File: src/source/ctrl_pkg.sv
`default_nettype none

package ctrl_pkg;

	typedef struct packed {
		logic        psel;
		logic        penable;
		logic        pwrite;
		logic [31:0] paddr;
		logic [31:0] pwdata;
		logic [3:0]  pstrb;
	} apb_req_t;

	typedef struct packed {
		logic [31:0] prdata;
		logic        pready;
		logic        pslverr;
	} apb_rsp_t;

	// Software control of the flash and accelerator pins
	typedef struct packed {
		logic       enable;
		logic [3:0] oe;
		logic [3:0] dout;
		logic       accel_csb;
		logic       accel_clk;
	} flash_ovr_t;

	// Register map
	localparam logic [31:0] ADDR_LED        = 32'h0000_0000;
	localparam logic [31:0] ADDR_UART       = 32'h0000_0004;
	localparam logic [31:0] ADDR_FLASH_CTRL = 32'h0000_0008;

	// Top byte selects the window, the rest is the flash byte address
	localparam logic [31:0] FLASH_WINDOW_BASE = 32'h0100_0000;

	localparam int LED_COUNT = 5;

endpackage

`default_nettype wire

File: src/source/serial_pkg.sv
`default_nettype none

package serial_pkg;

	// Flash outputs, the pads sit outside the design
	typedef struct packed {
		logic       clk;
		logic       csb;
		logic [3:0] oe;
		logic [3:0] dout;
	} flash_pins_t;

	// Mode nibbles sent after the address of a quad read
	localparam logic [3:0] FLASH_MODE_HI = 4'hA;
	localparam logic [3:0] FLASH_MODE_LO = 4'h5;

	localparam int FLASH_ADDR_BITS = 24;

	// Clock cycles per UART bit
	localparam int UART_BIT_CYCLES = 104;

endpackage

`default_nettype wire
File: src/source/ctrl_apb_regs.sv
`timescale 1ns/1ps
`default_nettype none

module ctrl_apb_regs (
	input  wire                                    clk,
	input  wire                                    resetn,
	input  wire  ctrl_pkg::apb_req_t               apb_req,
	output ctrl_pkg::apb_rsp_t                     apb_rsp,
	output logic [ctrl_pkg::LED_COUNT-1:0]         leds,
	output logic                                   bus_error,
	output ctrl_pkg::flash_ovr_t                   flash_ovr,
	input  wire  [3:0]                             flash_io_di,
	output logic                                   tx_start,
	output logic [7:0]                             tx_byte,
	input  wire                                    tx_done,
	output logic                                   rx_pop,
	input  wire                                    rx_ack,
	input  wire  [31:0]                            rx_word,
	output logic                                   flash_valid,
	output logic [serial_pkg::FLASH_ADDR_BITS-1:0] flash_addr,
	input  wire                                    flash_ready,
	input  wire  [31:0]                            flash_rdata
);

	logic        access;
	logic        sel_led;
	logic        sel_uart;
	logic        sel_fctl;
	logic        sel_win;
	logic        slv_err;
	logic [31:0] ovr_rdata;

	assign access   = apb_req.psel && apb_req.penable;
	assign sel_led  = apb_req.paddr == ctrl_pkg::ADDR_LED;
	assign sel_uart = apb_req.paddr == ctrl_pkg::ADDR_UART;
	assign sel_fctl = apb_req.paddr == ctrl_pkg::ADDR_FLASH_CTRL;
	assign sel_win  = apb_req.paddr[31:24] == ctrl_pkg::FLASH_WINDOW_BASE[31:24];

	// Unmapped space, or a write into the read-only window
	assign slv_err = !(sel_led || sel_uart || sel_fctl || sel_win) ||
		(sel_win && apb_req.pwrite);

	assign tx_start    = access && sel_uart && apb_req.pwrite;
	assign tx_byte     = apb_req.pwdata[7:0];
	assign rx_pop      = access && sel_uart && !apb_req.pwrite;
	assign flash_valid = access && sel_win && !apb_req.pwrite;
	assign flash_addr  = apb_req.paddr[serial_pkg::FLASH_ADDR_BITS-1:0];

	// Data lines are read back live
	assign ovr_rdata = {
		flash_ovr.enable, 7'h00,
		6'h00, flash_ovr.accel_csb, flash_ovr.accel_clk,
		4'h0, flash_ovr.oe,
		4'h0, flash_io_di
	};

	always_comb begin
		apb_rsp = '0;
		if (access) begin
			if (slv_err) begin
				apb_rsp.pready  = 1'b1;
				apb_rsp.pslverr = 1'b1;
			end else if (sel_led) begin
				apb_rsp.pready = 1'b1;
				apb_rsp.prdata[ctrl_pkg::LED_COUNT-1:0] = leds;
			end else if (sel_fctl) begin
				apb_rsp.pready = 1'b1;
				apb_rsp.prdata = ovr_rdata;
			end else if (sel_uart) begin
				// Writes wait for the stop bit, reads for the pop
				apb_rsp.pready = apb_req.pwrite ? tx_done : rx_ack;
				apb_rsp.prdata = rx_word;
			end else begin
				apb_rsp.pready = flash_ready;
				apb_rsp.prdata = flash_rdata;
			end
		end
	end

	always_ff @(posedge clk) begin
		if (!resetn) begin
			leds      <= '0;
			bus_error <= 1'b0;
			flash_ovr <= '{enable: 1'b0, oe: 4'h0, dout: 4'h0, accel_csb: 1'b1, accel_clk: 1'b1};
		end else if (access) begin
			// Sticky until reset
			if (slv_err) begin
				bus_error <= 1'b1;
			end
			if (apb_req.pwrite && sel_led && apb_req.pstrb[0]) begin
				leds <= apb_req.pwdata[ctrl_pkg::LED_COUNT-1:0];
			end
			if (apb_req.pwrite && sel_fctl) begin
				if (apb_req.pstrb[3]) begin
					flash_ovr.enable <= apb_req.pwdata[31];
				end
				if (apb_req.pstrb[2]) begin
					flash_ovr.accel_csb <= apb_req.pwdata[17];
					flash_ovr.accel_clk <= apb_req.pwdata[16];
				end
				if (apb_req.pstrb[1]) begin
					flash_ovr.oe <= apb_req.pwdata[11:8];
				end
				if (apb_req.pstrb[0]) begin
					flash_ovr.dout <= apb_req.pwdata[3:0];
				end
			end
		end
	end

endmodule

`default_nettype wire

File: src/source/ctrl_flash_reader.sv
`timescale 1ns/1ps
`default_nettype none

module ctrl_flash_reader (
	input  wire                                    clk,
	input  wire                                    resetn,
	input  wire                                    flash_valid,
	input  wire  [serial_pkg::FLASH_ADDR_BITS-1:0] flash_addr,
	output logic                                   flash_ready,
	output logic [31:0]                            flash_rdata,
	input  wire  ctrl_pkg::flash_ovr_t             flash_ovr,
	input  wire  [3:0]                             flash_io_di,
	output serial_pkg::flash_pins_t                flash_pins,
	output logic                                   accel_csb,
	output logic                                   accel_clk
);

	typedef logic [serial_pkg::FLASH_ADDR_BITS-1:0] faddr_t;

	logic [4:0]                             state;
	faddr_t                                 next_addr;
	logic [serial_pkg::FLASH_ADDR_BITS+3:0] cmd_shift;
	logic                                   req;
	logic                                   seq_clk;
	logic                                   seq_csb;
	logic [3:0]                             seq_oe;
	logic [3:0]                             seq_dout;

	// The completing cycle is not a new request
	assign req = flash_valid && !flash_ready;

	// Even states drop clk, odd states raise it
	always_ff @(posedge clk) begin
		flash_ready <= 1'b0;
		if (!resetn || flash_ovr.enable) begin
			state    <= 5'd0;
			seq_clk  <= 1'b0;
			seq_csb  <= 1'b1;
			seq_oe   <= 4'h0;
			seq_dout <= 4'h0;
		end else begin
			if (state == 5'd0) begin
				next_addr <= flash_addr;
				seq_clk   <= 1'b0;
				if (req && seq_csb) begin
					seq_csb   <= 1'b0;
					seq_oe    <= 4'hf;
					seq_dout  <= flash_addr[serial_pkg::FLASH_ADDR_BITS-1 -: 4];
					cmd_shift <= {flash_addr[serial_pkg::FLASH_ADDR_BITS-5:0],
						serial_pkg::FLASH_MODE_HI, serial_pkg::FLASH_MODE_LO};
					state     <= 5'd1;
				end else begin
					seq_csb  <= 1'b1;
					seq_oe   <= 4'h0;
					seq_dout <= 4'h0;
				end
			end else if (!state[0]) begin
				seq_clk <= 1'b0;
				// Rest of the address, then the mode nibbles
				if (state < 5'd16) begin
					seq_dout  <= cmd_shift[serial_pkg::FLASH_ADDR_BITS+3 -: 4];
					cmd_shift <= cmd_shift << 4;
				end
				state <= state + 1'b1;
			end else begin
				seq_clk <= 1'b1;
				if (state == 5'd15) begin
					seq_oe <= 4'h0;
				end
				// High nibble first, bytes little-endian
				if (state >= 5'd17) begin
					flash_rdata[{state[3:2], ~state[1], 2'b00} +: 4] <= flash_io_di;
				end
				if (state != 5'd31) begin
					state <= state + 1'b1;
				end else if (req && flash_addr == next_addr) begin
					next_addr   <= next_addr + faddr_t'(4);
					flash_ready <= 1'b1;
					state       <= 5'd16;
				end
			end
			// Any other address ends the stream
			if (req && state != 5'd0 && flash_addr != next_addr) begin
				state <= 5'd0;
			end
		end
	end

	always_comb begin
		flash_pins.clk  = flash_ovr.enable ? 1'b1 : seq_clk;
		flash_pins.csb  = flash_ovr.enable ? 1'b1 : seq_csb;
		flash_pins.oe   = flash_ovr.enable ? flash_ovr.oe : seq_oe;
		flash_pins.dout = flash_ovr.enable ? flash_ovr.dout : seq_dout;
	end

	assign accel_csb = flash_ovr.enable ? flash_ovr.accel_csb : 1'b1;
	assign accel_clk = flash_ovr.accel_clk;

endmodule

`default_nettype wire

File: src/source/ctrl_periph_top.sv
`timescale 1ns/1ps
`default_nettype none

module ctrl_periph_top (
	input  wire                            clk,
	input  wire                            resetn,
	input  wire  ctrl_pkg::apb_req_t       apb_req,
	output ctrl_pkg::apb_rsp_t             apb_rsp,
	input  wire                            uart_rx,
	output logic                           uart_tx,
	output serial_pkg::flash_pins_t        flash_pins,
	input  wire  [3:0]                     flash_io_di,
	output logic                           accel_csb,
	output logic                           accel_clk,
	output logic [ctrl_pkg::LED_COUNT-1:0] leds,
	output logic                           bus_error
);

	logic                                   tx_start;
	logic [7:0]                             tx_byte;
	logic                                   tx_done;
	logic                                   rx_pop;
	logic                                   rx_ack;
	logic [31:0]                            rx_word;
	logic                                   flash_valid;
	logic [serial_pkg::FLASH_ADDR_BITS-1:0] flash_addr;
	logic                                   flash_ready;
	logic [31:0]                            flash_rdata;
	ctrl_pkg::flash_ovr_t                   flash_ovr;

	ctrl_apb_regs u_ctrl_apb_regs (
		.clk         (clk),
		.resetn      (resetn),
		.apb_req     (apb_req),
		.apb_rsp     (apb_rsp),
		.leds        (leds),
		.bus_error   (bus_error),
		.flash_ovr   (flash_ovr),
		.flash_io_di (flash_io_di),
		.tx_start    (tx_start),
		.tx_byte     (tx_byte),
		.tx_done     (tx_done),
		.rx_pop      (rx_pop),
		.rx_ack      (rx_ack),
		.rx_word     (rx_word),
		.flash_valid (flash_valid),
		.flash_addr  (flash_addr),
		.flash_ready (flash_ready),
		.flash_rdata (flash_rdata)
	);

	ctrl_uart_rx u_ctrl_uart_rx (
		.clk     (clk),
		.resetn  (resetn),
		.uart_rx (uart_rx),
		.rx_pop  (rx_pop),
		.rx_ack  (rx_ack),
		.rx_word (rx_word)
	);

	ctrl_uart_tx u_ctrl_uart_tx (
		.clk      (clk),
		.resetn   (resetn),
		.tx_start (tx_start),
		.tx_byte  (tx_byte),
		.tx_done  (tx_done),
		.uart_tx  (uart_tx)
	);

	ctrl_flash_reader u_ctrl_flash_reader (
		.clk         (clk),
		.resetn      (resetn),
		.flash_valid (flash_valid),
		.flash_addr  (flash_addr),
		.flash_ready (flash_ready),
		.flash_rdata (flash_rdata),
		.flash_ovr   (flash_ovr),
		.flash_io_di (flash_io_di),
		.flash_pins  (flash_pins),
		.accel_csb   (accel_csb),
		.accel_clk   (accel_clk)
	);

endmodule

`default_nettype wire

File: src/source/ctrl_uart_rx.sv
`timescale 1ns/1ps
`default_nettype none

module ctrl_uart_rx (
	input  wire         clk,
	input  wire         resetn,
	input  wire         uart_rx,
	input  wire         rx_pop,
	output logic        rx_ack,
	output logic [31:0] rx_word
);

	typedef logic [$clog2(serial_pkg::UART_BIT_CYCLES)-1:0] div_t;

	logic        rx_meta;
	logic        rx_sync;
	logic        rx_prev;
	div_t        wait_cnt;
	logic [3:0]  rx_state;
	logic [7:0]  rx_shift;
	logic        byte_valid;
	logic [31:0] rbuf;
	logic [3:0]  rbuf_valid;
	logic [1:0]  fill_slot;

	always_ff @(posedge clk) begin
		if (!resetn) begin
			rx_meta <= 1'b1;
			rx_sync <= 1'b1;
			rx_prev <= 1'b1;
		end else begin
			rx_meta <= uart_rx;
			rx_sync <= rx_meta;
			rx_prev <= rx_sync;
		end
	end

	// 1 samples the start bit, 2 to 9 the data bits, 10 waits for mid stop
	always_ff @(posedge clk) begin
		byte_valid <= 1'b0;
		if (!resetn) begin
			rx_state <= 4'd0;
			wait_cnt <= '0;
		end else if (rx_state == 4'd0) begin
			if (rx_prev && !rx_sync) begin
				wait_cnt <= div_t'(serial_pkg::UART_BIT_CYCLES / 2);
				rx_state <= 4'd1;
			end
		end else if (wait_cnt != '0) begin
			wait_cnt <= wait_cnt - 1'b1;
		end else if (rx_state == 4'd10) begin
			byte_valid <= 1'b1;
			rx_state   <= 4'd0;
		end else begin
			wait_cnt <= div_t'(serial_pkg::UART_BIT_CYCLES - 1);
			rx_shift <= {rx_sync, rx_shift[7:1]};
			rx_state <= rx_state + 1'b1;
		end
	end

	// Buffer fills from the low byte up
	always_comb begin
		case (rbuf_valid)
			4'b0000: fill_slot = 2'd0;
			4'b0001: fill_slot = 2'd1;
			4'b0011: fill_slot = 2'd2;
			default: fill_slot = 2'd3;
		endcase
	end

	// A pop waits one cycle behind an arriving byte
	assign rx_ack  = rx_pop && !byte_valid;
	assign rx_word = rbuf_valid[0] ? {24'h00_0000, rbuf[7:0]} : '1;

	always_ff @(posedge clk) begin
		if (!resetn) begin
			rbuf_valid <= 4'b0000;
		end else if (byte_valid) begin
			rbuf_valid <= {rbuf_valid[2:0], 1'b1};
		end else if (rx_ack) begin
			rbuf_valid <= {1'b0, rbuf_valid[3:1]};
		end
	end

	always_ff @(posedge clk) begin
		if (byte_valid && !rbuf_valid[3]) begin
			rbuf[{fill_slot, 3'b000} +: 8] <= rx_shift;
		end else if (!byte_valid && rx_ack) begin
			rbuf <= {8'h00, rbuf[31:8]};
		end
	end

endmodule

`default_nettype wire

File: src/source/ctrl_uart_tx.sv
`timescale 1ns/1ps
`default_nettype none

module ctrl_uart_tx (
	input  wire        clk,
	input  wire        resetn,
	input  wire        tx_start,
	input  wire  [7:0] tx_byte,
	output logic       tx_done,
	output logic       uart_tx
);

	typedef logic [$clog2(serial_pkg::UART_BIT_CYCLES)-1:0] div_t;

	div_t       div_cnt;
	logic       tick;
	logic [8:0] shift_q;
	logic [3:0] bit_cnt;

	assign tick    = div_cnt == div_t'(serial_pkg::UART_BIT_CYCLES - 1);
	assign uart_tx = shift_q[0];

	// Stop bit has been on the line for a full bit time
	assign tx_done = tx_start && tick && bit_cnt == 4'd1;

	// Free running, so the first bit starts on the next tick
	always_ff @(posedge clk) begin
		if (!resetn || tick) begin
			div_cnt <= '0;
		end else begin
			div_cnt <= div_cnt + 1'b1;
		end
	end

	always_ff @(posedge clk) begin
		if (!resetn) begin
			shift_q <= '1;
			bit_cnt <= 4'd0;
		end else if (tx_start && tick) begin
			if (bit_cnt == 4'd0) begin
				shift_q <= {tx_byte, 1'b0};
				bit_cnt <= 4'd10;
			end else begin
				shift_q <= {1'b1, shift_q[8:1]};
				bit_cnt <= bit_cnt - 1'b1;
			end
		end
	end

endmodule

`default_nettype wire

File: config.mk
export PLATFORM = sky130hd
export DESIGN_NAME = ctrl_periph_top
export DESIGN_NICKNAME = d
export VERILOG_FILES = /design/src/source/ctrl_pkg.sv /design/src/source/serial_pkg.sv /design/src/source/ctrl_apb_regs.sv /design/src/source/ctrl_flash_reader.sv /design/src/source/ctrl_periph_top.sv /design/src/source/ctrl_uart_rx.sv /design/src/source/ctrl_uart_tx.sv
export SDC_FILE = /design/constraint.sdc
export NUM_CORES = 1
export LEC_CHECK = 0
export BUFFER_PORTS_ARGS = -buffer_cell sky130_fd_sc_hd__buf_2
export CELL_PAD_IN_SITES_DETAIL_PLACEMENT = 1
export CELL_PAD_IN_SITES_GLOBAL_PLACEMENT = 2
export CORE_AREA = 2 2 166 168
export CTS_CLUSTER_SIZE = 25
export DETAILED_ROUTE_END_ITERATION = 16
export DIE_AREA = 0 0 168 170
export GPL_ROUTABILITY_DRIVEN = 0
export PLACE_DENSITY_LB_ADDON = 0.05
export SLEW_MARGIN = 0
export SYNTH_ARGS = -nofsm -noshare
export SYNTH_HDL_FRONTEND = slang
export SYNTH_SLANG_ARGS = --single-unit
File: constraint.sdc
create_clock -name clk -period 3.2 [get_ports clk]
set_input_delay 0.32 -clock clk [delete_from_list [all_inputs] [get_ports clk]]
set_output_delay 0.32 -clock clk [all_outputs]
set_load 0.1 [all_outputs]
* Word level (Yosys, flattened, before mapping)
Index checks and enable logic that the tools add are counted.
Storage, ports and cells: register bits after elaboration 196, input port bits 78, output and inout bits 53, logic and storage cells 193
Operators by class: add/subtract/negate cells 8, magnitude comparators 2, equal/unequal tests 19, shift operators 4, mux-type cells 57, bitwise logic cells 8, reduce and logical (&&, ||, !) cells 66
Operators with widths (count):
- $mux W32 | 4
- $mux W28 | 4
- $mux W24 | 4
- $mux W4 | 17
- $mux W33 | 2
- $bwmux W32 | 2
- $mux W34 | 1
- $eq A32 B3 Y1 const B | 1
- $eq A32 B4 Y1 const B | 1
- $logic_not A32 Y1 | 1
- $shift A4 B7 Y32 const A | 1
- $shift A8 B7 Y32 const A | 1
- $shiftx A4 B7 Y32 | 1
- $shiftx A8 B7 Y32 | 1
- $mux W7 | 4
- $mux W27 | 1
- $mux W5 | 5
- $add A24 B3 Y24 const B | 1
- $eq A24 B24 Y1 | 1
- $ne A24 B24 Y1 | 1
- $logic_and A1 B1 Y1 | 21
- $reduce_and A4 Y1 | 4
- $neg A5 Y7 | 2
- $reduce_and A2 Y1 | 7
- 34 further kinds | 76

* Depth between registers and ports, before layout
word-level depth 11, mapped depth 9, depth with buffers taken out 8

* Hierarchy
From an unflattened synthesis, not the netlist that was laid out.
Second synthesis, totals: cell total of the unflattened synthesis 1067, area total of the unflattened synthesis 10717.8 sq um
Modules (own cells, without submodules):
- ctrl_flash_reader | times used 1, cells an instance 427, area each 4705.8 sq um, sequential area each 2632.5 sq um
- ctrl_uart_rx | times used 1, cells an instance 260, area each 2929.1 sq um, sequential area each 1581.5 sq um
- ctrl_apb_regs | times used 1, cells an instance 276, area each 2115.8 sq um, sequential area each 340.3 sq um
- ctrl_uart_tx | times used 1, cells an instance 104, area each 967.2 sq um, sequential area each 400.4 sq um

* Worst setup path before layout
Ideal clock, no wire load.
path type input-to-output, start point in apb_req[65] (netlist bit), end point out apb_rsp[4] (netlist bit), data arrival time 3.890 ns, required time 2.880 ns, setup slack -1.010 ns, cell stages on the path 7, path buffers 2, path through nor4_4 nand4_2 nor2_1 buf_2 buf_4 o221ai_1 a211oi_1
RTL lines:
- start: declaration | RTL line ctrl_periph_top.sv:7 | input wire ctrl_pkg::apb_req_t apb_req,
- end: declaration | RTL line ctrl_periph_top.sv:8 | output ctrl_pkg::apb_rsp_t apb_rsp,

==> impl_metrics.tcl <==
set metrics [dict create \
    rows 60 \
    diodes 0 \
    ioPinCount 131 \
    total_leakage_power_nw 4.69 \
    track_usage 0.198 \
    tns_ns 0 \
    htreeDepth 4 \
    cts_num_sinks 188 \
    grt_pass1_wl_microns 43900 \
    crit_slowest_cell "or3_1" \
    post_cts_buffers 0 \
    cts_root_buf "clkbuf_16" \
    synth_common_cells "nand2_1, edfxtp_1, nor2_1, dfxtp_1, o21ai_0" \
    cts_resized 0 \
    area_growth_pct 22.0 \
    peakVddDrop_mv 0.345 \
    die_w_microns 168 \
    hold_class "in2reg" \
    setup_viol 0 \
    skew_ns 0.0169 \
    slowest_delay_ns 0.58 \
    finalNonFillerCells 1455 \
    coreArea_sq_um 26700 \
    path_class "in2out" \
    slew_headroom 0.510 \
    postCtsHoldBufs 0 \
    slew_violations 0 \
    status "finished clean" \
    critPathTopFamily "simple AND/OR/NAND/NOR gates" \
    clk_latency_ns 0.44 \
    rsz0062_at_grt "no" \
    synth.avg_cell_area_sq_um 9.93 \
    yosysWarnings 0 \
    wirelength_microns 27600 \
    cap_violations 0 \
    critPathBufInv 2 \
    place_hpwl_microns 20600 \
    avgViaCountPerCell 5.25 \
    arrival_ns 2.61 \
    ys_seq_elements 188 \
    synthMostInstantiatedCell "nand2_1" \
    grt_max_degree 47 \
    post-route-period-util 0.915 \
    portBuffers 113 \
    dr.pass1.iters 5 \
    clkSlewWorstSetupHoldPaths_ns 0.07 \
    crit_required_ns 2.88 \
    fin_util 0.448 \
    antenna_found_initial 0 \
    drive_gt1_frac 0.196 \
    clockBufferDepth 2 \
    overflow 0 \
    synth_edf_count 119 \
    grt_pass1_vias 7687 \
    worstPathCellList "buf_2 > nor4_2 > nand4_2 > or3_1 > nor2_4 > a21oi_1 > nor2_1 > buf_12" \
    synth_top_area_frac 0.365 \
    cts_buffers 17 \
    syn_inst 986 \
    synth_top_area_cell "edfxtp_1" \
    worst_slew_pin_slew_ns 0.735 \
    cts_tree "built" \
    start_util 0.368 \
    ant_nets 0 \
    crit_path_end_kind "primary output" \
    dp.cells 1423 \
    fin_nets 1201 \
    drc_errors 0 \
    synth_area_sq_um 9800 \
    drtIter0Drc 343 \
    crit_path_start_kind "primary input" \
    pwr_density_cell_nw_per_um2 650 \
    ys_async_sr_fraction 0 \
    die_y_microns 170 \
    syn_nets 1086 \
    dieArea_sq_um 28600 \
    cp_max_fo 17 \
    ys_types 68 \
    dr_total_vias 7645 \
    clock.fmax_ghz 0.342 \
    period_needed_ns 2.93 \
    ys.flop_type "edfxtp_1" \
    ys_seq_area_frac 0.506 \
    finalHoldViolCount 0 \
    wl_per_cell_microns 19.0 \
    synthTopCellsByArea "edfxtp_1, dfxtp_1, nand2_1" \
]
-- metal layers --
layer,wire length (microns),global-route usage
met5,0,0
met4,352,0.0484
met2,13100,0.333
met3,926,0.0305
met1,13300,0.268
-- stage by stage --
step,total power [mW],cell area (sq um),setup WS (ns),hold WS [ns]
after floorplan,5.06,9870,-0.227,0.386
after global placement,5.76,11400,0.274,0.394
after detailed placement,5.81,11400,0.224,0.410
after CTS,7.87,12000,0.215,0.0539
after global routing,8.28,12000,0.0795,0.0634
final,7.76,12000,0.274,0.0718
-- cell usage in the layout (no fill, tap or decap), drive strengths merged, types with 23 or more instances in the layout --
master	Yosys	layout
a21oi	46	46
edfxtp	119	119
nor2	79	79
nand2	147	147
dfxtp	69	69
nand3	26	26
a22o	24	24
xnor2	35	35
nand2b	23	23
inv	23	29
mux2i	24	24
and2	25	25
o21ai	55	55
and3	26	26
buf	12	144
-- path summary, 6_finish.rpt --
| path | to | cells after the start | startpoint | slack (ns) |
|---|---|---|---|---|
| max | apb_rsp[15] | 8 | apb_req[42] | 0.27 |
| min | u_ctrl_uart_rx.rx_meta | 2 | uart_rx | 0.07 |
| max reg2reg | u_ctrl_flash_reader.state[1] | 9 | u_ctrl_flash_reader.state[1] | 0.58 |
| min reg2reg | u_ctrl_uart_rx.rx_sync | 1 | u_ctrl_uart_rx.rx_meta | 0.42 |
-- cells by family (layout without fill, tap and decap cells) --
family          Yosys count  count (layout)  synth area share
xor+xnor                 48              48            0.0429
simple gates            424             424             0.223
buf+inv                  71             199            0.0294
flops                   188             188             0.506
mux                      30              30            0.0314
fa+ha+maj                22              22            0.0281
compound gates          203             203             0.139
-- power by group --
group / internal (mW) / switching, mW
Sequential: 3.18 / 0.319
Combinational: 0.771 / 1.46
Clock: 1.06 / 0.971
Total: 5.01 / 2.75
-- sequential cells by signal, summed over array words and instances, names as in the netlist, 8 cells and up --
name and cells:
u_ctrl_uart_tx.shift_q 9, u_ctrl_apb_regs.flash_ovr 11, u_ctrl_uart_rx.rbuf 32, u_ctrl_flash_reader.next_addr 24, u_ctrl_uart_rx.rx_shift 8, u_ctrl_flash_reader.cmd_shift 23, u_ctrl_flash_reader.flash_rdata 32
-- cell type report --
cell class	count	area (sq um)
tap	341	427
clock inverter	10	81.3
sequential	188	4950
timing repair buffer	144	1300
multi-input combinational	727	4630
inverter	23	86.3
clock buffer	22	468
fill	2981	14700
No activity file was read; power rests on OpenSTA's default activity.
